### config.mk
export PLATFORM = sky130hd
export DESIGN_NAME = csr_file
export DESIGN_NICKNAME = d
export VERILOG_FILES = /design/src/logic/backend_pkg.sv /design/src/logic/csr_file.sv
export VERILOG_INCLUDE_DIRS = /design/src /design/src/logic
export SDC_FILE = /design/constraint.sdc
export NUM_CORES = 1
export LEC_CHECK = 0
export ABC_AREA = 1
export BUFFER_PORTS_ARGS = -buffer_cell sky130_fd_sc_hd__buf_2
export CAP_MARGIN = 20
export CORE_UTILIZATION = 25
export DETAILED_ROUTE_END_ITERATION = 10
export PLACE_DENSITY = 0.49
export RECOVER_POWER = 100
export SETUP_SLACK_MARGIN = 0.2
export SYNTH_ARGS = -nofsm -noshare
export SYNTH_HDL_FRONTEND = slang
export SYNTH_SLANG_ARGS = --single-unit
### constraint.sdc
create_clock -name clock_i -period 1 [get_ports clock_i]
set_input_delay 0.15 -clock clock_i [delete_from_list [all_inputs] [get_ports clock_i]]
set_output_delay 0.15 -clock clock_i [all_outputs]
set_load 0.005 [all_outputs]
### src/logic/backend_defs.svh
`ifndef BACKEND_DEFS_SVH
`define BACKEND_DEFS_SVH

// width of one data word
`define BACKEND_DATA_LEN 32

// integer register file
`define BACKEND_REG_ADDR_W 5
`define BACKEND_REG_COUNT 32

// data memory, word addressed
`define BACKEND_MEM_ADDR_W 6

// cycles from issue to the lsu done pulse, must be at least 2
`define BACKEND_MEM_LATENCY 3

`endif
### src/logic/backend_pkg.sv
`default_nettype none

`include "backend_defs.svh"

package backend_pkg;

    typedef logic [`BACKEND_DATA_LEN-1:0]   word_t;
    typedef logic [`BACKEND_REG_ADDR_W-1:0] reg_addr_t;
    typedef logic [`BACKEND_MEM_ADDR_W-1:0] mem_addr_t;

    // csr target of a retiring instruction
    typedef enum logic [2:0] {
        CSR_NONE     = 3'd0,
        CSR_MSTATUS  = 3'd1,
        CSR_MTVEC    = 3'd2,
        CSR_MEPC     = 3'd3,
        CSR_MCAUSE   = 3'd4,
        CSR_MSCRATCH = 3'd5
    } csr_sel_t;

    // decoded and executed instruction waiting to retire
    typedef struct packed {
        logic      wd;
        reg_addr_t rd;
        word_t     alu_result;
        logic      is_mem;
        logic      is_store;
        mem_addr_t mem_addr;
        word_t     store_data;
        csr_sel_t  csr_sel;
        word_t     csr_wdata;
    } instr_t;

    // one writeback into the architectural state
    typedef struct packed {
        logic      wd;
        reg_addr_t wreg;
        word_t     wdata;
        csr_sel_t  csr_sel;
        word_t     csr_wdata;
    } commit_t;

endpackage

`default_nettype wire

### src/logic/csr_file.sv
`timescale 1ns/1ps
`default_nettype none

module csr_file (
    input  logic                  clock_i,
    input  logic                  reset_i,
    input  backend_pkg::commit_t  commit_i,
    input  backend_pkg::csr_sel_t rsel_i,
    output backend_pkg::word_t    rdata_o
);

    backend_pkg::word_t mstatus_q;
    backend_pkg::word_t mtvec_q;
    backend_pkg::word_t mepc_q;
    backend_pkg::word_t mcause_q;
    backend_pkg::word_t mscratch_q;

    // whole-word write to the selected csr
    always_ff @(posedge clock_i) begin
        if (reset_i) begin
            mstatus_q  <= '0;
            mtvec_q    <= '0;
            mepc_q     <= '0;
            mcause_q   <= '0;
            mscratch_q <= '0;
        end else begin
            case (commit_i.csr_sel)
                backend_pkg::CSR_MSTATUS:  mstatus_q  <= commit_i.csr_wdata;
                backend_pkg::CSR_MTVEC:    mtvec_q    <= commit_i.csr_wdata;
                backend_pkg::CSR_MEPC:     mepc_q     <= commit_i.csr_wdata;
                backend_pkg::CSR_MCAUSE:   mcause_q   <= commit_i.csr_wdata;
                backend_pkg::CSR_MSCRATCH: mscratch_q <= commit_i.csr_wdata;
                default: begin
                end
            endcase
        end
    end

    // read mux, none and unused codes give zero
    always_comb begin
        case (rsel_i)
            backend_pkg::CSR_MSTATUS:  rdata_o = mstatus_q;
            backend_pkg::CSR_MTVEC:    rdata_o = mtvec_q;
            backend_pkg::CSR_MEPC:     rdata_o = mepc_q;
            backend_pkg::CSR_MCAUSE:   rdata_o = mcause_q;
            backend_pkg::CSR_MSCRATCH: rdata_o = mscratch_q;
            default:                   rdata_o = '0;
        endcase
    end

endmodule

`default_nettype wire

==> summary.txt <==
Status - finished with violations
Failing checks - negative setup slack
Clock latency on the worst-skew pair - 420 ps
Area Overhead vs Synth - 30.6%
Ratio of cells with drive above 1 in the final layout - 28.0%
Gr ovfl total - 0
Required @ worst endpoint - 850 ps
First-pass GRT wire length - 36,000 um
DR WL/cell - 14.7 um
Hold depth - 3
Initial Util - 25.5%
Syn Area/Cell - 6.73 sq um
Comb pwr share - 10.7%
Switch Pwr - 3820 uW
Pin count of the biggest net entering global routing - 56
Core area - 0.0278 sq mm
Critical path peak fanout - 2
Hold Vio Cnt, Final - 0
Switching Share - 25.3%
Die H - 170 um
Slew margin rel. - 64.1%
Drt pass-1 iters - 4
Die area - 0.0290 sq mm
TritonCTS buffer count - 17
RSZ-0062 raised after global routing - yes
Vias in the first global route - 6,324
Hold crit path type - input pin to flip-flop
Top-count cell post-synth - nand2_1
Count of different cell masters after synthesis - 16
Setup WS pre-CTS - -381 ps
Reg2Reg Depth - 3
Ant diodes - 0
EDFF count, synth - 0
Crit Path Class - flip-flop to output port
Final WS setup - -334 ps
Syn Nets - 1,129
Clock power frac - 44.3%
DR DRC count - 0
Nature of the critical path endpoint - output port
Post-route ant nets - 0
Arr. time, crit path - 1180 ps
Syn Std Cell Area - 0.00708 sq mm
Rows - 61
Max-Cap Viols - 0
Final Instance Count excl. Fillers - 1,534
Cells after Synth - 1,051
Final setup violation count - 32
Total GRT Usage - 16.3%
Int Power - 11,300 uW
Maximum clock path buffer count - 2
CTS root buffer - clkbuf_16
CP startpoint kind - flip-flop
Largest area contributor in the netlist - dfxtp_1
FFs w/ async S/R, synth - 0%
Placed cells - 1,487
Worst-Margin Slew - 538 ps
Sequential Power Share - 45.1%
DRT Wirelength - 22,600 um
H-Tree Depth - 4
I/O pin count - 110
Initial antenna violation count - 0
Synth top cells by count - 192 x nand2_1, 160 x dfxtp_1, 160 x nor2_1
Share of the synthesized area in the top cell type - 45.3%
Top_reg_cell synth - dfxtp_1
Syn. warnings - 0
Fmax achieved - 749 MHz
Power, Total - 15,100 uW
Tcrit/Tclk final - 133%
PwrDens - 1640 mW/mm^2
P_leak - 0.00370 uW
Vias - 6,778
Clk pin slew, worst setup/hold paths - 70 ps
Post-DP HPWL - 15,100 um
Vias/cell - 4.42
Min Clock Period, post-route - 1330 ps
Iteration-0 DRC Markers - 418
TritonCTS Sinks - 160
Fillers - 3,068
Area contributors post-synth - dfxtp_1 45%, nand2_1 10%, a21oi_1 9.1%
Nets - 1,221
Setup TNS - -9540 ps
Port bufs - 71
Die Wd - 170 um
Sequential fraction of the synthesis area - 45.3%
Slew Limit Fails - 0
Worst vdd ir - 1.09 mV
CTS tree - yes
Worst R2R Setup Slack - 350 ps
Setup Skew - 0 ps
Placer Congestion - 0.753
Flops & latches, synth - 160
power groups by stage:
stage          clock network [uW]  logic (uW)  registers, uW
2_1_floorplan                   0         880           6890
3_3_place_gp                    0        1570           6910
3_5_place_dp                    0        1580           6920
4_1_cts                      6820        1640           6800
5_1_grt                      7120        1790           6840
6_report                     6690        1610           6810
stage by stage:
stage / utilization [%] / area [sq um] / hold WS (ps)
2_1_floorplan: - / 7270 / 293
3_3_place_gp: 30.1 / 8370 / 431
3_5_place_dp: 30.1 / 8370 / 435
4_1_cts: 33.2 / 9240 / 1.67
5_1_grt: 33.3 / 9240 / 10.4
6_report: 33.3 / 9240 / 12.7
cell families (layout without fill, tap and decap cells):
logic type | Yosys count | after routing | share of synthesized area [%]
AOI/OAI and AO/OA | 225 | 225 | 15.9
and+or+nand+nor | 456 | 456 | 27.1
buffers and inverters | 210 | 315 | 11.7
DFF | 160 | 160 | 45.3
routing by layer:
layer / routed length, um / GRT usage [%]
met5: 0 / 0
met1: 11100 / 22.1
met2: 10400 / 26.4
met3: 763 / 2.40
met4: 328 / 5.01
final cells by class:
| type | count | area, sq um | area share (%) |
|---|---|---|---|
| Clock buffer | 23 | 458 | 4.96 |
| Sequential cell | 160 | 3290 | 35.6 |
| Tap cell | 378 | 473 | 5.12 |
| Clock inverter | 9 | 131 | 1.42 |
| Inverter | 139 | 533 | 5.77 |
| Timing Repair Buffer | 144 | 1140 | 12.4 |
| Multi-Input combinational cell | 681 | 3210 | 34.7 |
flip-flops by register name, indices dropped and copies added, names as in the netlist:
signal / cells
mcause_q: 32
mepc_q: 32
mscratch_q: 32
mstatus_q: 32
mtvec_q: 32
cells in the final DEF, fill, tap and decap left out, drive strengths merged:
cell	n
clkbuf	37
nand3	71
bufinv	3
nand4	32
a21oi	129
clkinv	2
buf	121
dlygate4sd3	9
nor2	161
nand2	192
o21ai	96
dfxtp	160
clkinvlp	4
inv	139
final timing paths:
check,startpoint,end
setup / recovery,mepc_q[11],rdata_o[11]
hold / removal,commit_i[10],mtvec_q[10]
setup reg to reg,mepc_q[26],mepc_q[26]
hold reg to reg,mepc_q[14],mepc_q[14]
what timing repair did:
item / CTS / global route
gates resized for setup: 89 / 79
hold buffers: 9 / 0
pin swaps: 57 / 52
hold endpoints to repair: 13 / 0
buffers inserted: 2 / 4
endpoints found under the setup margin: 32 / 39
critical path, stage by stage, from the launching register on:
cell     delay, ps
dfxtp_2        310
inv_2           40
nor2_1          30
nor2_1         120
nand3_2        110
buf_2          140
No activity file was read; power rests on OpenSTA's default activity.
