===== src/logic/backend_defs.svh =====
`ifndef BACKEND_DEFS_SVH
`define BACKEND_DEFS_SVH

// width of one data word
`define BACKEND_DATA_LEN 32

// integer register file
`define BACKEND_REG_ADDR_W 5
`define BACKEND_REG_COUNT 32

// data memory, word addressed
`define BACKEND_MEM_ADDR_W 6

// cycles from issue to the lsu done pulse, must be at least 2
`define BACKEND_MEM_LATENCY 3

`endif

===== src/logic/backend_pkg.sv =====
`default_nettype none

`include "backend_defs.svh"

package backend_pkg;

    typedef logic [`BACKEND_DATA_LEN-1:0]   word_t;
    typedef logic [`BACKEND_REG_ADDR_W-1:0] reg_addr_t;
    typedef logic [`BACKEND_MEM_ADDR_W-1:0] mem_addr_t;

    // csr target of a retiring instruction
    typedef enum logic [2:0] {
        CSR_NONE     = 3'd0,
        CSR_MSTATUS  = 3'd1,
        CSR_MTVEC    = 3'd2,
        CSR_MEPC     = 3'd3,
        CSR_MCAUSE   = 3'd4,
        CSR_MSCRATCH = 3'd5
    } csr_sel_t;

    // decoded and executed instruction waiting to retire
    typedef struct packed {
        logic      wd;
        reg_addr_t rd;
        word_t     alu_result;
        logic      is_mem;
        logic      is_store;
        mem_addr_t mem_addr;
        word_t     store_data;
        csr_sel_t  csr_sel;
        word_t     csr_wdata;
    } instr_t;

    // one writeback into the architectural state
    typedef struct packed {
        logic      wd;
        reg_addr_t wreg;
        word_t     wdata;
        csr_sel_t  csr_sel;
        word_t     csr_wdata;
    } commit_t;

endpackage

`default_nettype wire


===== src/logic/reg_file.sv =====
`timescale 1ns/1ps
`default_nettype none

`include "backend_defs.svh"

module reg_file (
    input  logic                   clock_i,
    input  logic                   reset_i,
    input  backend_pkg::commit_t   commit_i,
    input  backend_pkg::reg_addr_t raddr_i,
    output backend_pkg::word_t     rdata_o
);

    backend_pkg::word_t regs_q [`BACKEND_REG_COUNT];

    logic we;

    // x0 is never written
    assign we = commit_i.wd && (commit_i.wreg != '0);

    always_ff @(posedge clock_i) begin
        if (reset_i) begin
            for (int i = 0; i < `BACKEND_REG_COUNT; i++) begin
                regs_q[i] <= '0;
            end
        end else if (we) begin
            regs_q[commit_i.wreg] <= commit_i.wdata;
        end
    end

    // observation port
    always_comb begin
        if (raddr_i == '0) begin
            rdata_o = '0;
        end else begin
            rdata_o = regs_q[raddr_i];
        end
    end

endmodule

`default_nettype wire


===== config.mk =====
export PLATFORM = sky130hd
export DESIGN_NAME = reg_file
export DESIGN_NICKNAME = d
export VERILOG_FILES = /design/src/logic/backend_pkg.sv /design/src/logic/reg_file.sv
export VERILOG_INCLUDE_DIRS = /design/src /design/src/logic
export SDC_FILE = /design/constraint.sdc
export NUM_CORES = 1
export LEC_CHECK = 0
export BUFFER_PORTS_ARGS = -buffer_cell sky130_fd_sc_hd__buf_4
export CAP_MARGIN = 10
export CELL_PAD_IN_SITES_DETAIL_PLACEMENT = 0
export CELL_PAD_IN_SITES_GLOBAL_PLACEMENT = 1
export CORE_MARGIN = 4
export CORE_UTILIZATION = 54
export CTS_CLUSTER_DIAMETER = 40
export DETAILED_ROUTE_END_ITERATION = 6
export GPL_TIMING_DRIVEN = 1
export PLACE_DENSITY = 0.9
export SETUP_SLACK_MARGIN = 0.02
export SYNTH_ARGS = -nofsm -noshare
export SYNTH_HDL_FRONTEND = slang
export SYNTH_SLANG_ARGS = --single-unit

===== constraint.sdc =====
create_clock -name clock_i -period 3.1 [get_ports clock_i]
set_input_delay 0.775 -clock clock_i [delete_from_list [all_inputs] [get_ports clock_i]]
set_output_delay 0.775 -clock clock_i [all_outputs]
set_load 0.005 [all_outputs]

==> PnR_summary.wiki <==
{| class="wikitable"
! Metric !! Value
|-
| F_max || 300 MHz
|-
| VDD IR max || approximately 0.62 mV
|-
| Min-Delay Path Class || in -> reg
|-
| Final WL || 124000 um
|-
| Final critical delay including setup and external delays || 3330 ps
|-
| Vias/cell || 6.17
|-
| Cell type with the largest total area after synthesis || sky130_fd_sc_hd__edfxtp_1
|-
| Final nets || 3255
|-
| Drt first pass iters || 5
|-
| Critical path start-end classification || in -> out
|-
| Total via count after detailed routing || 27300
|-
| Data arrival time at the worst-slack endpoint || 2550 ps
|-
| Violations in the final reports || setup timing
|-
| Number of pins exceeding their max-slew limit in the final report || 0
|-
| Dominant cells by area after synthesis || sky130_fd_sc_hd__edfxtp_1 (66%), sky130_fd_sc_hd__and2_1 (13%), sky130_fd_sc_hd__mux4_2 (11%)
|-
| Count of yosys warnings during synthesis || 0
|-
| RSZ-0062 raised after global routing || yes
|-
| Total GRT Usage || between 20% and 30%
|-
| Most used standard cell by instance count after synthesis || sky130_fd_sc_hd__edfxtp_1
|-
| Die ar. || 90700 um2
|-
| Cell area power density || 610 nW/um2
|-
| Crit path setup slack, layout || -229 ps
|-
| Headroom to the max-slew limit || 28.8%
|-
| Clock root buffer || sky130_fd_sc_hd__clkbuf_16
|-
| Iter 0 DRT Violations || 3362
|-
| Dpl cells || 4155
|-
| DRC violations left || 0
|-
| Core area || 85300 um2
|-
| Worst Setup Start Kind || input pin
|-
| Yosys top cell area share || 66.2%
|-
| Overflow left after global routing || 0
|-
| Leading registers by flop count || regs_q x1024
|-
| Num CTS Buffers || 119
|-
| Post-detailed-route wirelength per cell || 28.0 um
|-
| Floorplan row count || ~110
|-
| Antenna violations before repair || 9
|-
| Starting density of the core || between 50 and 60%
|-
| Slowest cell on the critical path || sky130_fd_sc_hd__a22oi_1
|-
| Final hold violation count || 0
|-
| Highest cell delay on the worst timing path || 380 ps
|-
| Cell family contributing the most delay on the critical path || buffers and inverters
|-
| Post-Route Utilization || between 60% and 70%
|-
| Most common library cells after synthesis || sky130_fd_sc_hd__edfxtp_1 (1024), sky130_fd_sc_hd__and2_1 (993), sky130_fd_sc_hd__mux4_2 (224)
|-
| Register name with the most flops || regs_q
|-
| Area delta synth->final || 20.5%
|-
| Post-Syn Area || 46400 um2
|-
| Detail Route Antenna Nets || 0
|-
| Clock tree from TritonCTS || yes
|-
| H-Tree Depth || 3
|-
| CP bufs+invs || 5
|-
| TritonCTS sink count || 1024
|-
| Transition time at the pin with the least slew margin || 1070 ps
|-
| FFs w/ async S/R, synth || 0%
|-
| Number of flip-flops under the largest register name || slightly above 1000
|-
| Number of global-route vias before repair || 28400
|-
| Wire length of the first global-routing pass || between 150000 and 200000 um
|-
| Die Span X || 301 um
|-
| Post-synthesis sequential area ratio || approximately two thirds
|-
| Static power due to leakage || 0.0199 uW
|-
| Cell chain of the critical path || buf_16 > buf_12 > buf_12 > mux4_2 > a22oi_1 > a311oi_2 > buf_4 > buf_4
|-
| Deepest clock path buffer count || 3
|-
| Non-filler instance count after layout || 4429
|-
| Destination of the critical timing path || rdata_o[11]
|-
| Number of synthesized register bits || 1024
|-
| Vertical die dimension || between 300 and 400 um
|-
| Max-cap check violation count || 0
|-
| Number of cells produced by synthesis || 2951
|-
| Cell variety after synth || 34
|-
| Pin count of the biggest net entering global routing || 42
|-
| Setup violations, final || 32
|-
| Estimated wirelength of the detail-placed design || 72800 um
|-
| Clock transition time at the flip-flop clock pins of the worst setup and hold paths || 60 ps
|-
| Type of element capturing the critical path || output pin
|-
| CP Data Required Time || 2320 ps
|-
| Launching element of the worst setup path || raddr_i[2]
|-
| Stages on the worst setup path || 8
|-
| Post-synthesis area per instance || 15.7 um2
|-
| Gp weighted congestion || 0.829
|-
| Leading register cell type out of synthesis || sky130_fd_sc_hd__edfxtp_1
|-
| Run status || complete, but fails checks
|-
| Share of final-layout standard cells stronger than drive strength 1 || 30.8%
|-
| Highest net fanout along the worst path || 16
|-
| Count of input and output buffers || 76
|-
| Top-level I/O count || 112
|-
| EDFF count, synth || 1024
|-
| Final period utilization || 107%
|}
cell usage in the layout (no fill, tap or decap), types with 31 or more instances in the layout:
cell                           n
sky130_fd_sc_hd__nor2_2       33
sky130_fd_sc_hd__and2_1      993
sky130_fd_sc_hd__or2_2        31
sky130_fd_sc_hd__buf_4       251
sky130_fd_sc_hd__mux2i_1      63
sky130_fd_sc_hd__clkbuf_16   122
sky130_fd_sc_hd__mux4_2      224
sky130_fd_sc_hd__edfxtp_1   1024
sky130_fd_sc_hd__conb_1       32
sky130_fd_sc_hd__buf_12       54
metrics by stage:
step                      cell area [um2]  power [uW]  setup slack, ps  hold slack, ps  setup TNS (ps)
after CTS                           55400       34000             -249             572           -4930
final                               56000       34100             -229             607           -4920
after floorplan                     46500       17800              259             973               0
after detailed placement            49800       19000             -644            1300          -12340
after global placement              49800       18900             -573            1280          -11930
after global routing                55900       35000             -254             612           -5560
cells by family after synthesis:
logic type             count (synthesis)  synth area share [%]
and+or+nand+nor                     1127                  15.0
muxes                                320                  13.0
AOI/OAI and AO/OA                    183                  2.84
DFF                                 1024                  66.2
other                                  1               0.00808
buffers and inverters                296                  2.94
per-layer routing:
| layer | GRT usage, % | wire (um) |
|---|---|---|
| met5 | 0.703 | 31 |
| met2 | 43.6 | 60500 |
| met1 | 36.4 | 45100 |
| met4 | 11.4 | 5450 |
| met3 | 6.62 | 13000 |
where the power goes:
| group | internal [uW] | switching (uW) |
|---|---|---|
| combinational | 1370 | 1630 |
| sequential | 16000 | 224 |
| clock | 8990 | 5940 |
what timing repair did:
item | CTS | global route
buffers inserted | 16 | 18
endpoints found under the setup margin | 32 | 32
cloned | 15 | 3
hold buffers | 0 | 0
pin swaps | 19 | 36
gates resized for setup | 160 | 85
how the worst min path moves through the flow:
| stage | from | cells past startpoint | end |
|---|---|---|---|
| floorplan | commit_i[66] | 1 | regs_q[1][31]$_SDFFCE_PN0P_ |
| global placement | commit_i[49] | 2 | regs_q[2][14]$_SDFFCE_PN0P_ |
| detailed placement | commit_i[49] | 2 | regs_q[7][14]$_SDFFCE_PN0P_ |
| CTS | commit_i[49] | 2 | regs_q[9][14]$_SDFFCE_PN0P_ |
| global route | commit_i[36] | 2 | regs_q[15][1]$_SDFFCE_PN0P_ |
| finish | commit_i[58] | 2 | regs_q[14][23]$_SDFFCE_PN0P_ |
layout make-up:
class / instances / area, um2
sequential: 1024 / 30700
multi-input combinational: 1663 / 15400
clock buffer: 130 / 3020
fill: 5461 / 29300
clock inverter: 97 / 1230
timing repair buffer: 366 / 4090
antenna: 4 / 10.0
tap: 1144 / 1430
inverter: 1 / 3.75
Power figures use the tool's default switching activity.
