<file path="config.mk">
export PLATFORM = sky130hd
export DESIGN_NAME = wb_sequencer
export DESIGN_NICKNAME = d
export VERILOG_FILES = /design/src/logic/ctrl_pkg.sv /design/src/logic/backend_pkg.sv /design/src/logic/wb_sequencer.sv
export VERILOG_INCLUDE_DIRS = /design/src /design/src/logic
export SDC_FILE = /design/constraint.sdc
export NUM_CORES = 1
export LEC_CHECK = 0
export ABC_AREA = 1
export BUFFER_PORTS_ARGS = -buffer_cell sky130_fd_sc_hd__buf_2
export CAP_MARGIN = 10
export CORE_AREA = 2 2 85 87
export CTS_CLUSTER_DIAMETER = 200
export DETAILED_ROUTE_END_ITERATION = 8
export DIE_AREA = 0 0 87 89
export PLACE_DENSITY_LB_ADDON = 0.25
export SYNTH_ARGS = -nofsm -noshare
export SYNTH_HDL_FRONTEND = slang
export SYNTH_SLANG_ARGS = --single-unit
</file>
<file path="constraint.sdc">
create_clock -name clock_i -period 1.79 [get_ports clock_i]
set_input_delay 0.4475 -clock clock_i [delete_from_list [all_inputs] [get_ports clock_i]]
set_output_delay 0.4475 -clock clock_i [all_outputs]
set_load 0.05 [all_outputs]
</file>
<file path="src/logic/backend_defs.svh">
`ifndef BACKEND_DEFS_SVH
`define BACKEND_DEFS_SVH

// width of one data word
`define BACKEND_DATA_LEN 32

// integer register file
`define BACKEND_REG_ADDR_W 5
`define BACKEND_REG_COUNT 32

// data memory, word addressed
`define BACKEND_MEM_ADDR_W 6

// cycles from issue to the lsu done pulse, must be at least 2
`define BACKEND_MEM_LATENCY 3

`endif
</file>
<file path="src/logic/ctrl_pkg.sv">
`default_nettype none

package ctrl_pkg;

    // writeback sequencer states
    typedef enum logic [1:0] {
        WB_WAIT_ISSUE = 2'd0,
        WB_WAIT_CTRL  = 2'd1,
        WB_WAIT_MEM   = 2'd2,
        WB_COMMIT     = 2'd3
    } wb_state_t;

    // memory stage states
    typedef enum logic {
        MEM_IDLE = 1'b0,
        MEM_BUSY = 1'b1
    } mem_state_t;

endpackage

`default_nettype wire

</file>
<file path="src/logic/backend_pkg.sv">
`default_nettype none

`include "backend_defs.svh"

package backend_pkg;

    typedef logic [`BACKEND_DATA_LEN-1:0]   word_t;
    typedef logic [`BACKEND_REG_ADDR_W-1:0] reg_addr_t;
    typedef logic [`BACKEND_MEM_ADDR_W-1:0] mem_addr_t;

    // csr target of a retiring instruction
    typedef enum logic [2:0] {
        CSR_NONE     = 3'd0,
        CSR_MSTATUS  = 3'd1,
        CSR_MTVEC    = 3'd2,
        CSR_MEPC     = 3'd3,
        CSR_MCAUSE   = 3'd4,
        CSR_MSCRATCH = 3'd5
    } csr_sel_t;

    // decoded and executed instruction waiting to retire
    typedef struct packed {
        logic      wd;
        reg_addr_t rd;
        word_t     alu_result;
        logic      is_mem;
        logic      is_store;
        mem_addr_t mem_addr;
        word_t     store_data;
        csr_sel_t  csr_sel;
        word_t     csr_wdata;
    } instr_t;

    // one writeback into the architectural state
    typedef struct packed {
        logic      wd;
        reg_addr_t wreg;
        word_t     wdata;
        csr_sel_t  csr_sel;
        word_t     csr_wdata;
    } commit_t;

endpackage

`default_nettype wire

</file>
<file path="src/logic/wb_sequencer.sv">
`timescale 1ns/1ps
`default_nettype none

module wb_sequencer (
    input  logic                 clock_i,
    input  logic                 reset_i,
    input  logic                 issue_valid_i,
    input  backend_pkg::instr_t  held_i,
    input  backend_pkg::word_t   wb_data_i,
    input  logic                 lsu_valid_i,
    output backend_pkg::commit_t commit_o,
    output logic                 finish_o
);

    ctrl_pkg::wb_state_t state_q;
    ctrl_pkg::wb_state_t state_d;

    always_ff @(posedge clock_i) begin
        if (reset_i) begin
            state_q <= ctrl_pkg::WB_WAIT_ISSUE;
        end else begin
            state_q <= state_d;
        end
    end

    always_comb begin
        state_d = state_q;
        case (state_q)
            ctrl_pkg::WB_WAIT_ISSUE: begin
                if (issue_valid_i) begin
                    state_d = ctrl_pkg::WB_WAIT_CTRL;
                end
            end
            ctrl_pkg::WB_WAIT_CTRL: begin
                // held instruction is valid from here on
                if (held_i.is_mem) begin
                    state_d = ctrl_pkg::WB_WAIT_MEM;
                end else begin
                    state_d = ctrl_pkg::WB_COMMIT;
                end
            end
            ctrl_pkg::WB_WAIT_MEM: begin
                if (lsu_valid_i) begin
                    state_d = ctrl_pkg::WB_COMMIT;
                end
            end
            ctrl_pkg::WB_COMMIT: begin
                // finish cycle already takes the next issue
                if (issue_valid_i) begin
                    state_d = ctrl_pkg::WB_WAIT_CTRL;
                end else begin
                    state_d = ctrl_pkg::WB_WAIT_ISSUE;
                end
            end
            default: begin
                state_d = ctrl_pkg::WB_WAIT_ISSUE;
            end
        endcase
    end

    // finish trails the commit cycle by one
    always_ff @(posedge clock_i) begin
        if (reset_i) begin
            finish_o <= 1'b0;
        end else begin
            finish_o <= (state_d == ctrl_pkg::WB_COMMIT);
        end
    end

    // commit is zero outside the cycle heading into commit
    always_comb begin
        commit_o = '0;
        if (state_d == ctrl_pkg::WB_COMMIT) begin
            commit_o.wd        = held_i.wd;
            commit_o.wreg      = held_i.rd;
            commit_o.wdata     = wb_data_i;
            commit_o.csr_sel   = held_i.csr_sel;
            commit_o.csr_wdata = held_i.csr_wdata;
        end
    end

endmodule

`default_nettype wire

</file>
==> qor.yml <==
outcome:
  status: "finished with violations"
  failed_checks: "setup timing"
sta:
  finalCritPeriodShare_pct: 123
  setup_slack_ns: -0.404
  max_freq_ghz: 0.456
  tightest_slew_ns: 0.250
  period_minus_slack_ns: 2.19
  finalSetupTns_ns: -27.21
  finalSetupViolations: 73
  rsz0062_at_grt: "yes"
  fin_skew_ns: 0.00206
  hold_violations: 0
  slew_headroom_pct: 83.2
  finalMaxSlewViolations: 0
worst_setup_path:
  crit_top_cell: "nand3_4"
  critPathLaunchType: "register"
  path_class: "reg2out"
  crit_slowest_cell: "dfxtp_4"
  timing.critical_path.buf_inv: 4
  cp.arrival_ns: 1.75
  critPathMaxFanout: 8
  max_stage_delay_ns: 0.37
  worstPathCellList: "inv_4 -> ha_1 -> o21ai_1 -> nand3_4 -> nand3_4 -> buf_12 -> buf_16 -> nor2_4 -> buf_4"
  reg2regPathDepth: 8
  critPathRequiredTime_ns: 1.34
  crit_cells: 9
  crit_family: "buffers and inverters"
  crit_path_end_kind: "output pin"
power_and_ir_drop:
  finalPower_mw: 2.35
  powerDensity_mw_per_mm2: 765
  leakage_nw: 1.62
  ir_drop_mv: 0.385
clock_network:
  ctsHoldBuffers: 0
  clk_path_buf_depth: 2
  clk-insertion-delay-late_ns: 0.21
  cts-root-buf: "clkbuf_8"
  clkSinkCount: 3
  cts.clk_slew.worst_paths_ns: 0.03
  cts_max_level: 1
  tritoncts: "built"
  cts_buffers: 3
final_layout:
  fin_util_pct: 45.8
  antenna_cells: 0
  instances_no_fill: 426
  syn2layout_area_growth_pct: 132
  drive_gt1_share_pct: 75.4
  layout.nets: 500
routing:
  ant_nets: 0
  dr_wl_met3_um: 501
  routed.top_layer: "met5"
  wl_met2_um: 2410
  dr.pass1.iters: 2
  routed_via_density: 3.65
  wl_um: 4450
  drcViolationCount: 0
  detailedRoute.firstIterationViolations: 12
  num_vias: 1557
  met1_length_um: 1520
  wire_per_inst_um: 10.4
logic_synthesis:
  avgSynthCellArea_um2: 7.41
  synthCells: 179
  synth_cell_types: 13
  syn-num-nets: 332
  netlist_area_mm2: 0.00133
  ys_ff_latch: 3
  ys_seq_area_share_pct: 4.53
  yosysWarnings: 0
global_route:
  grt_pass1_vias: 1372
  grt_pass1_wl_um: 5980
  overflow: 0
  grt_max_degree: 17
  antenna_found_initial: 1
  grt.total_usage_pct: 9.55
floorplan:
  fp.dieArea_mm2: 0.00774
  die_width_um: 87
  row_count: 30
  start_util_pct: 19.7
  die_y_um: 89
  coreArea_mm2: 0.00672
  io_pins: 223
placed_design:
  place_inst: 411
  portBuffers: 151
  dp_hpwl_um: 3310
  gp_congestion: 0.719
flow_run:
  drv_cap: 0
worst_hold_path:
  hold_depth: 2
  timing.hold.worst.class: "in2reg"
==> flip-flops by register name, indices dropped and copies added, names as in the netlist <==
signal and cells:
state_q 2, finish_o 1
==> cell usage in the layout, fill, tap and decap left out, types with 2 or more instances in the layout <==
cell type and n:
ha_1 2, buf_12 7, clkbuf_8 3, nor2_4 72, nand2_4 2, nand3_4 4, buf_6 53, inv_1 75
buf_2 78, buf_16 2, nand2_1 2, buf_4 11, inv_4 2, dfxtp_4 2, nor2_1 2, buf_8 19
==> cells by family (layout without fill, tap and decap cells) <==
kind of cell,count (synthesis),count (layout),synth area share [%]
buffers and inverters,86,252,32.4
and+or+nand+nor,83,84,58.2
adders and majority gates,4,4,3.77
AOI/OAI and AO/OA,3,3,1.13
DFF,3,3,4.53
==> routing by layer <==
layer  track usage, %  vias up
met4             1.28        2
met2             18.5       86
li1                 -      799
met1             10.3      668
met5                0        -
met3             3.14        2
==> worst paths after layout <==
check | start | end | slack [ns]
setup / recovery | state_q[0] | commit_o[52] | -0.40
hold / removal | reset_i | state_q[0] | 0.42
setup reg to reg | state_q[0] | finish_o | 0.30
hold reg to reg | state_q[0] | state_q[0] | 0.74
==> cells in the mapped netlist <==
master   instances  share of area (%)
buf_12           6                9.1
dfxtp_1          3                4.5
nand2_1          4                1.1
inv_1           78                 22
ha_1             4                3.8
nand3_2          1               0.75
nor2_1          15                4.2
o21ai_1          1               0.38
nor2_4          60                 51
nand3_1          3                1.1
a21oi_1          2               0.75
buf_2            1               0.38
buf_6            1               0.85
==> report_power, final <==
group,switching (mW),internal (mW)
sequential,0.0166,0.0825
combinational,1.25,0.812
clock,0.0437,0.152
==> final cells by class <==
| type | instances | area (um^2) |
|---|---|---|
| fill | 655 | 3640 |
| timing repair buffer | 170 | 1550 |
| multi-input combinational | 91 | 1020 |
| inverter | 78 | 298 |
| tap | 80 | 100 |
| sequential | 3 | 67.6 |
| clock buffer | 4 | 45.0 |
==> metrics by stage <==
step,setup slack (ns),area (um^2),hold WS (ns)
after floorplan,-0.0935,1440,0.499
after global placement,-0.277,2260,0.620
after detailed placement,-0.295,2260,0.635
after CTS,-0.492,2790,0.420
after global routing,-0.474,3080,0.426
final,-0.404,3080,0.422
==> what timing repair did <==
action | in CTS | in global routing
buffers inserted | 5 | 6
gates resized for setup | 115 | 89
setup endpoints to repair | 73 | 73
pin swaps | 1 | 5
cloned | 4 | 0
No activity file was read; power rests on OpenSTA's default activity.
