**config.mk**
```make
export PLATFORM = sky130hd
export DESIGN_NAME = mem_stage
export DESIGN_NICKNAME = d
export VERILOG_FILES = /design/src/logic/ctrl_pkg.sv /design/src/logic/backend_pkg.sv /design/src/logic/mem_stage.sv
export VERILOG_INCLUDE_DIRS = /design/src /design/src/logic
export SDC_FILE = /design/constraint.sdc
export NUM_CORES = 2
export LEC_CHECK = 0
export BUFFER_PORTS_ARGS = -buffer_cell sky130_fd_sc_hd__buf_2
export CAP_MARGIN = 40
export CORE_MARGIN = 2
export CORE_UTILIZATION = 40
export CTS_CLUSTER_SIZE = 20
export DETAILED_ROUTE_END_ITERATION = 12
export PLACE_DENSITY = 0.67
export REMOVE_ABC_BUFFERS = 1
export SETUP_SLACK_MARGIN = 0.4
export SYNTH_ARGS = -nofsm -noshare
export SYNTH_HDL_FRONTEND = slang
export SYNTH_SLANG_ARGS = --single-unit
```
**constraint.sdc**
```tcl
create_clock -name clock_i -period 6.06 [get_ports clock_i]
set_input_delay 1.212 -clock clock_i [delete_from_list [all_inputs] [get_ports clock_i]]
set_output_delay 1.212 -clock clock_i [all_outputs]
set_load 0.005 [all_outputs]
```
**src/logic/backend_defs.svh**
```systemverilog
`ifndef BACKEND_DEFS_SVH
`define BACKEND_DEFS_SVH

// width of one data word
`define BACKEND_DATA_LEN 32

// integer register file
`define BACKEND_REG_ADDR_W 5
`define BACKEND_REG_COUNT 32

// data memory, word addressed
`define BACKEND_MEM_ADDR_W 6

// cycles from issue to the lsu done pulse, must be at least 2
`define BACKEND_MEM_LATENCY 3

`endif
```
**src/logic/ctrl_pkg.sv**
```systemverilog
`default_nettype none

package ctrl_pkg;

    // writeback sequencer states
    typedef enum logic [1:0] {
        WB_WAIT_ISSUE = 2'd0,
        WB_WAIT_CTRL  = 2'd1,
        WB_WAIT_MEM   = 2'd2,
        WB_COMMIT     = 2'd3
    } wb_state_t;

    // memory stage states
    typedef enum logic {
        MEM_IDLE = 1'b0,
        MEM_BUSY = 1'b1
    } mem_state_t;

endpackage

`default_nettype wire

```
**src/logic/backend_pkg.sv**
```systemverilog
`default_nettype none

`include "backend_defs.svh"

package backend_pkg;

    typedef logic [`BACKEND_DATA_LEN-1:0]   word_t;
    typedef logic [`BACKEND_REG_ADDR_W-1:0] reg_addr_t;
    typedef logic [`BACKEND_MEM_ADDR_W-1:0] mem_addr_t;

    // csr target of a retiring instruction
    typedef enum logic [2:0] {
        CSR_NONE     = 3'd0,
        CSR_MSTATUS  = 3'd1,
        CSR_MTVEC    = 3'd2,
        CSR_MEPC     = 3'd3,
        CSR_MCAUSE   = 3'd4,
        CSR_MSCRATCH = 3'd5
    } csr_sel_t;

    // decoded and executed instruction waiting to retire
    typedef struct packed {
        logic      wd;
        reg_addr_t rd;
        word_t     alu_result;
        logic      is_mem;
        logic      is_store;
        mem_addr_t mem_addr;
        word_t     store_data;
        csr_sel_t  csr_sel;
        word_t     csr_wdata;
    } instr_t;

    // one writeback into the architectural state
    typedef struct packed {
        logic      wd;
        reg_addr_t wreg;
        word_t     wdata;
        csr_sel_t  csr_sel;
        word_t     csr_wdata;
    } commit_t;

endpackage

`default_nettype wire

```
**src/logic/mem_stage.sv**
```systemverilog
`timescale 1ns/1ps
`default_nettype none

`include "backend_defs.svh"

module mem_stage (
    input  logic                clock_i,
    input  logic                reset_i,
    input  logic                issue_valid_i,
    input  backend_pkg::instr_t issue_instr_i,
    output backend_pkg::instr_t held_o,
    output backend_pkg::word_t  wb_data_o,
    output logic                lsu_valid_o
);

    localparam int MEM_WORDS = 2 ** `BACKEND_MEM_ADDR_W;
    localparam int CNT_W     = $clog2(`BACKEND_MEM_LATENCY);

    ctrl_pkg::mem_state_t state_q;
    logic [CNT_W-1:0]     cnt_q;
    backend_pkg::instr_t  held_q;
    backend_pkg::word_t   load_q;
    backend_pkg::word_t   mem_q [MEM_WORDS];

    logic is_load;

    assign is_load = held_q.is_mem && !held_q.is_store;

    // done in the cycle the countdown reaches zero
    assign lsu_valid_o = (state_q == ctrl_pkg::MEM_BUSY) && (cnt_q == '0);

    // instruction register, refreshed on every issue
    always_ff @(posedge clock_i) begin
        if (issue_valid_i) begin
            held_q <= issue_instr_i;
        end
    end

    // access control
    always_ff @(posedge clock_i) begin
        if (reset_i) begin
            state_q <= ctrl_pkg::MEM_IDLE;
            cnt_q   <= '0;
        end else begin
            case (state_q)
                ctrl_pkg::MEM_IDLE: begin
                    if (issue_valid_i && issue_instr_i.is_mem) begin
                        state_q <= ctrl_pkg::MEM_BUSY;
                        cnt_q   <= CNT_W'(`BACKEND_MEM_LATENCY - 1);
                    end
                end
                ctrl_pkg::MEM_BUSY: begin
                    if (cnt_q == '0) begin
                        state_q <= ctrl_pkg::MEM_IDLE;
                    end else begin
                        cnt_q <= cnt_q - 1'b1;
                    end
                end
                default: begin
                    state_q <= ctrl_pkg::MEM_IDLE;
                end
            endcase
        end
    end

    // data memory, cleared on reset so unwritten words read as zero
    always_ff @(posedge clock_i) begin
        if (reset_i) begin
            for (int i = 0; i < MEM_WORDS; i++) begin
                mem_q[i] <= '0;
            end
        end else if (lsu_valid_o && held_q.is_store) begin
            mem_q[held_q.mem_addr] <= held_q.store_data;
        end
    end

    // load word sampled one cycle early so it is ready with the done pulse
    always_ff @(posedge clock_i) begin
        if (state_q == ctrl_pkg::MEM_BUSY && cnt_q == CNT_W'(1) && is_load) begin
            load_q <= mem_q[held_q.mem_addr];
        end
    end

    assign held_o    = held_q;
    assign wb_data_o = is_load ? load_q : held_q.alu_result;

endmodule

`default_nettype wire

```
==> impl_metrics.yaml <==
status:
  outcome: "complete, no violations"
worst_setup_path:
  cp_data_arrival_time_ns: 5.05
  worstSetupEndpointType: "flip-flop"
  worst_setup_path_start_kind: "flip-flop"
  crit_type: "flip-flop to flip-flop"
  reg2regPathDepth: 7
  cp_max_fo: 33
  crit_required_ns: 6.61
yosys:
  yosysTopAreaCell: "edfxtp_1"
  synth_most_common_cell: "edfxtp_1"
  synth_seq_cells: 2196
  ys_types: 64
  ys.flop_type: "edfxtp_1"
  synthTopCellsByCount: "2193 x edfxtp_1, 2051 x and2_1, 516 x clkbuf_1, 381 x a221oi_1, 329 x a22oi_1"
  postSynthAreaPerCell_sq_um: 13.8
  synth_async_sr_flop_share_pct: 0
  yosys.area.top_type_share_pct: 67.7
  synth_edf_count: 2193
  yosysWarnings: 0
  synth_area_sq_um: 97200
  syn_inst: 7023
  yosysSeqAreaShare_pct: 67.8
  synthTopCellsByArea: "edfxtp_1 68%, and2_1 13%, a221oi_1 3.4%"
finish:
  final_nets: 7186
  multi_input_area_sq_um: 28400
  drive_above_1_share_pct: 17.0
  fillCellCount: 20800
  seqCellArea_sq_um: 65900
  syn_to_final_growth_pct: 13.9
  postLayoutCoreUtil_pct: 45.9
drt:
  wl_per_cell_microns: 32.9
  vias: 64100
  totalWireLength_mm: 344
  first_pass_iters: 6
  dr.first_iter.drc_count: 11000
  drc: 0
  drt-vias-per-instance: 6.13
  antenna_left: 0
placed_design:
  dp_hpwl_mm: 217
  place.gp.congestion: 0.984
  portBuffers: 261
hold_path:
  hold-path-cell-count: 1
  timing.hold.worst.class: "input port to flip-flop"
sta:
  finalMaxSlewViolations: 0
  worst_pin_slew_ns: 1.16
  skew_ns: 0.117
  timing.fmax_mhz: 222
  fin_setup_tns_ns: 0
  period_needed_ns: 4.50
  slew_headroom_pct: 22.7
  grt_setup_unrepaired: "no"
  finalHoldViolations: 0
  setup_violations: 0
  period_share_pct: 74.2
global_route:
  grt_pass1_vias: 61200
  grt_usage_pct: 27.0
  antenna_found_initial: 36
  grt_max_degree: 119
  grt_overflow: 0
  grt_first_pass_wirelength_mm: 476
pwr:
  cellPowerDensity_nw_per_um2: 315
  irDropWorstVdd_uv: 294
  p_total_uw: 34800
  leakage_uw: 0.0397
die:
  fp.coreArea_sq_um: 241000
  io_pins: 262
  row_count: 180
  dieArea_sq_um: 247000
  die_height_microns: 497
  fp.dieW_microns: 497
  start_util_pct: 40.3
clock_tree:
  cts_buffer_depth: 3
  cts_hold_repair.buffers: 0
  clock_sinks: 2196
  insertion_delay_ns: 0.94
  cts.root.buffer_cell: "clkbuf_16"
  htreeDepth: 4
  cts_buffers: 225
  path_clk_slew_ns: 0.07
  ctsResizeCount: 0
  post_cts_buffers: 0
  cts_tree: "done"
run:
  drv_cap: 0
[worst max-delay path, stage by stage (launching register included)]
cell and delay, ns:
edfxtp_1 0.58, nand2b_1 0.35, nor2_2 0.79, nand2_1 0.81
nor2_2 0.33, buf_4 0.43, or2_2 0.59, buf_16 0.25
[cells by family (layout without fill, tap and decap cells)]
kind of cell / Yosys count / count (layout) / share of synthesized area (%)
mux: 265 / 265 / 3.78
flops: 2196 / 2196 / 67.8
fa+ha+maj: 2 / 2 / 0.0257
buf+inv: 766 / 1001 / 3.29
simple gates: 2619 / 2619 / 16.0
other cells: 0 / 15 / 0
compound gates: 1175 / 1175 / 9.13
[sequential cells by signal, summed over array words and instances, names as in the netlist]
name,count
mem_q,2048
held_o,113
load_q,32
cnt_q,2
state_q,1
[path summary, 6_finish.rpt]
path	from	to	slack, ns
worst min register to register	cnt_q[1]	cnt_q[1]	0.54
worst max-delay path	held_o[67]	mem_q[5][11]	1.56
worst min-delay path	issue_instr_i[58]	held_o[58]	0.47
worst max register to register	held_o[67]	mem_q[5][11]	1.56
[stage by stage]
step	setup slack, ns	cell area, sq um	instances	hold slack (ns)
floorplan	-14.08	94100	6266	0.470
detailed placement	1.69	103000	10000	0.536
global placement	0.895	101000	9926	0.516
CTS	1.78	111000	10400	0.411
global route	1.52	111000	10400	0.435
finish	1.56	111000	10500	0.470
[cell usage in the layout, fill, tap and decap left out, types with 60 or more instances in the layout]
cell type,instances
a21oi_1,68
a221oi_1,381
a22oi_1,329
and2_1,2049
buf_12,60
buf_2,264
buf_4,214
clkbuf_16,226
edfxtp_1,2193
mux2_2,114
mux2i_1,80
mux4_2,70
nand2_1,154
nor2_1,106
o21ai_0,86
o22ai_1,156
or2_2,66
[layout make-up]
type                       instances  area share (%)
inverter                           9          0.0362
timing repair buffer             575            4.58
multi-input combinational       4061            25.6
clock inverter                   151            1.38
clock buffer                     266            5.24
antenna                           15          0.0339
sequential                      2196            59.5
tap                             3185            3.60
[layer usage]
layer  vias up  track usage [%]  routed length [microns]
met5         -                0                       63
met4        10             14.4                    21400
met3       822             8.26                    45700
met2      4736             40.6                   151000
met1     32300             35.1                   125000
li1      26200                -                        -
[report_power, final]
group          total [uW]  internal, uW  switching, uW  leakage (uW)
registers           17400         17200            198        0.0225
logic                3480           915           2560        0.0137
clock network       13900          7800           6130       0.00358
total               34800         25900           8890        0.0397
(Power assumes the default switching activity.)
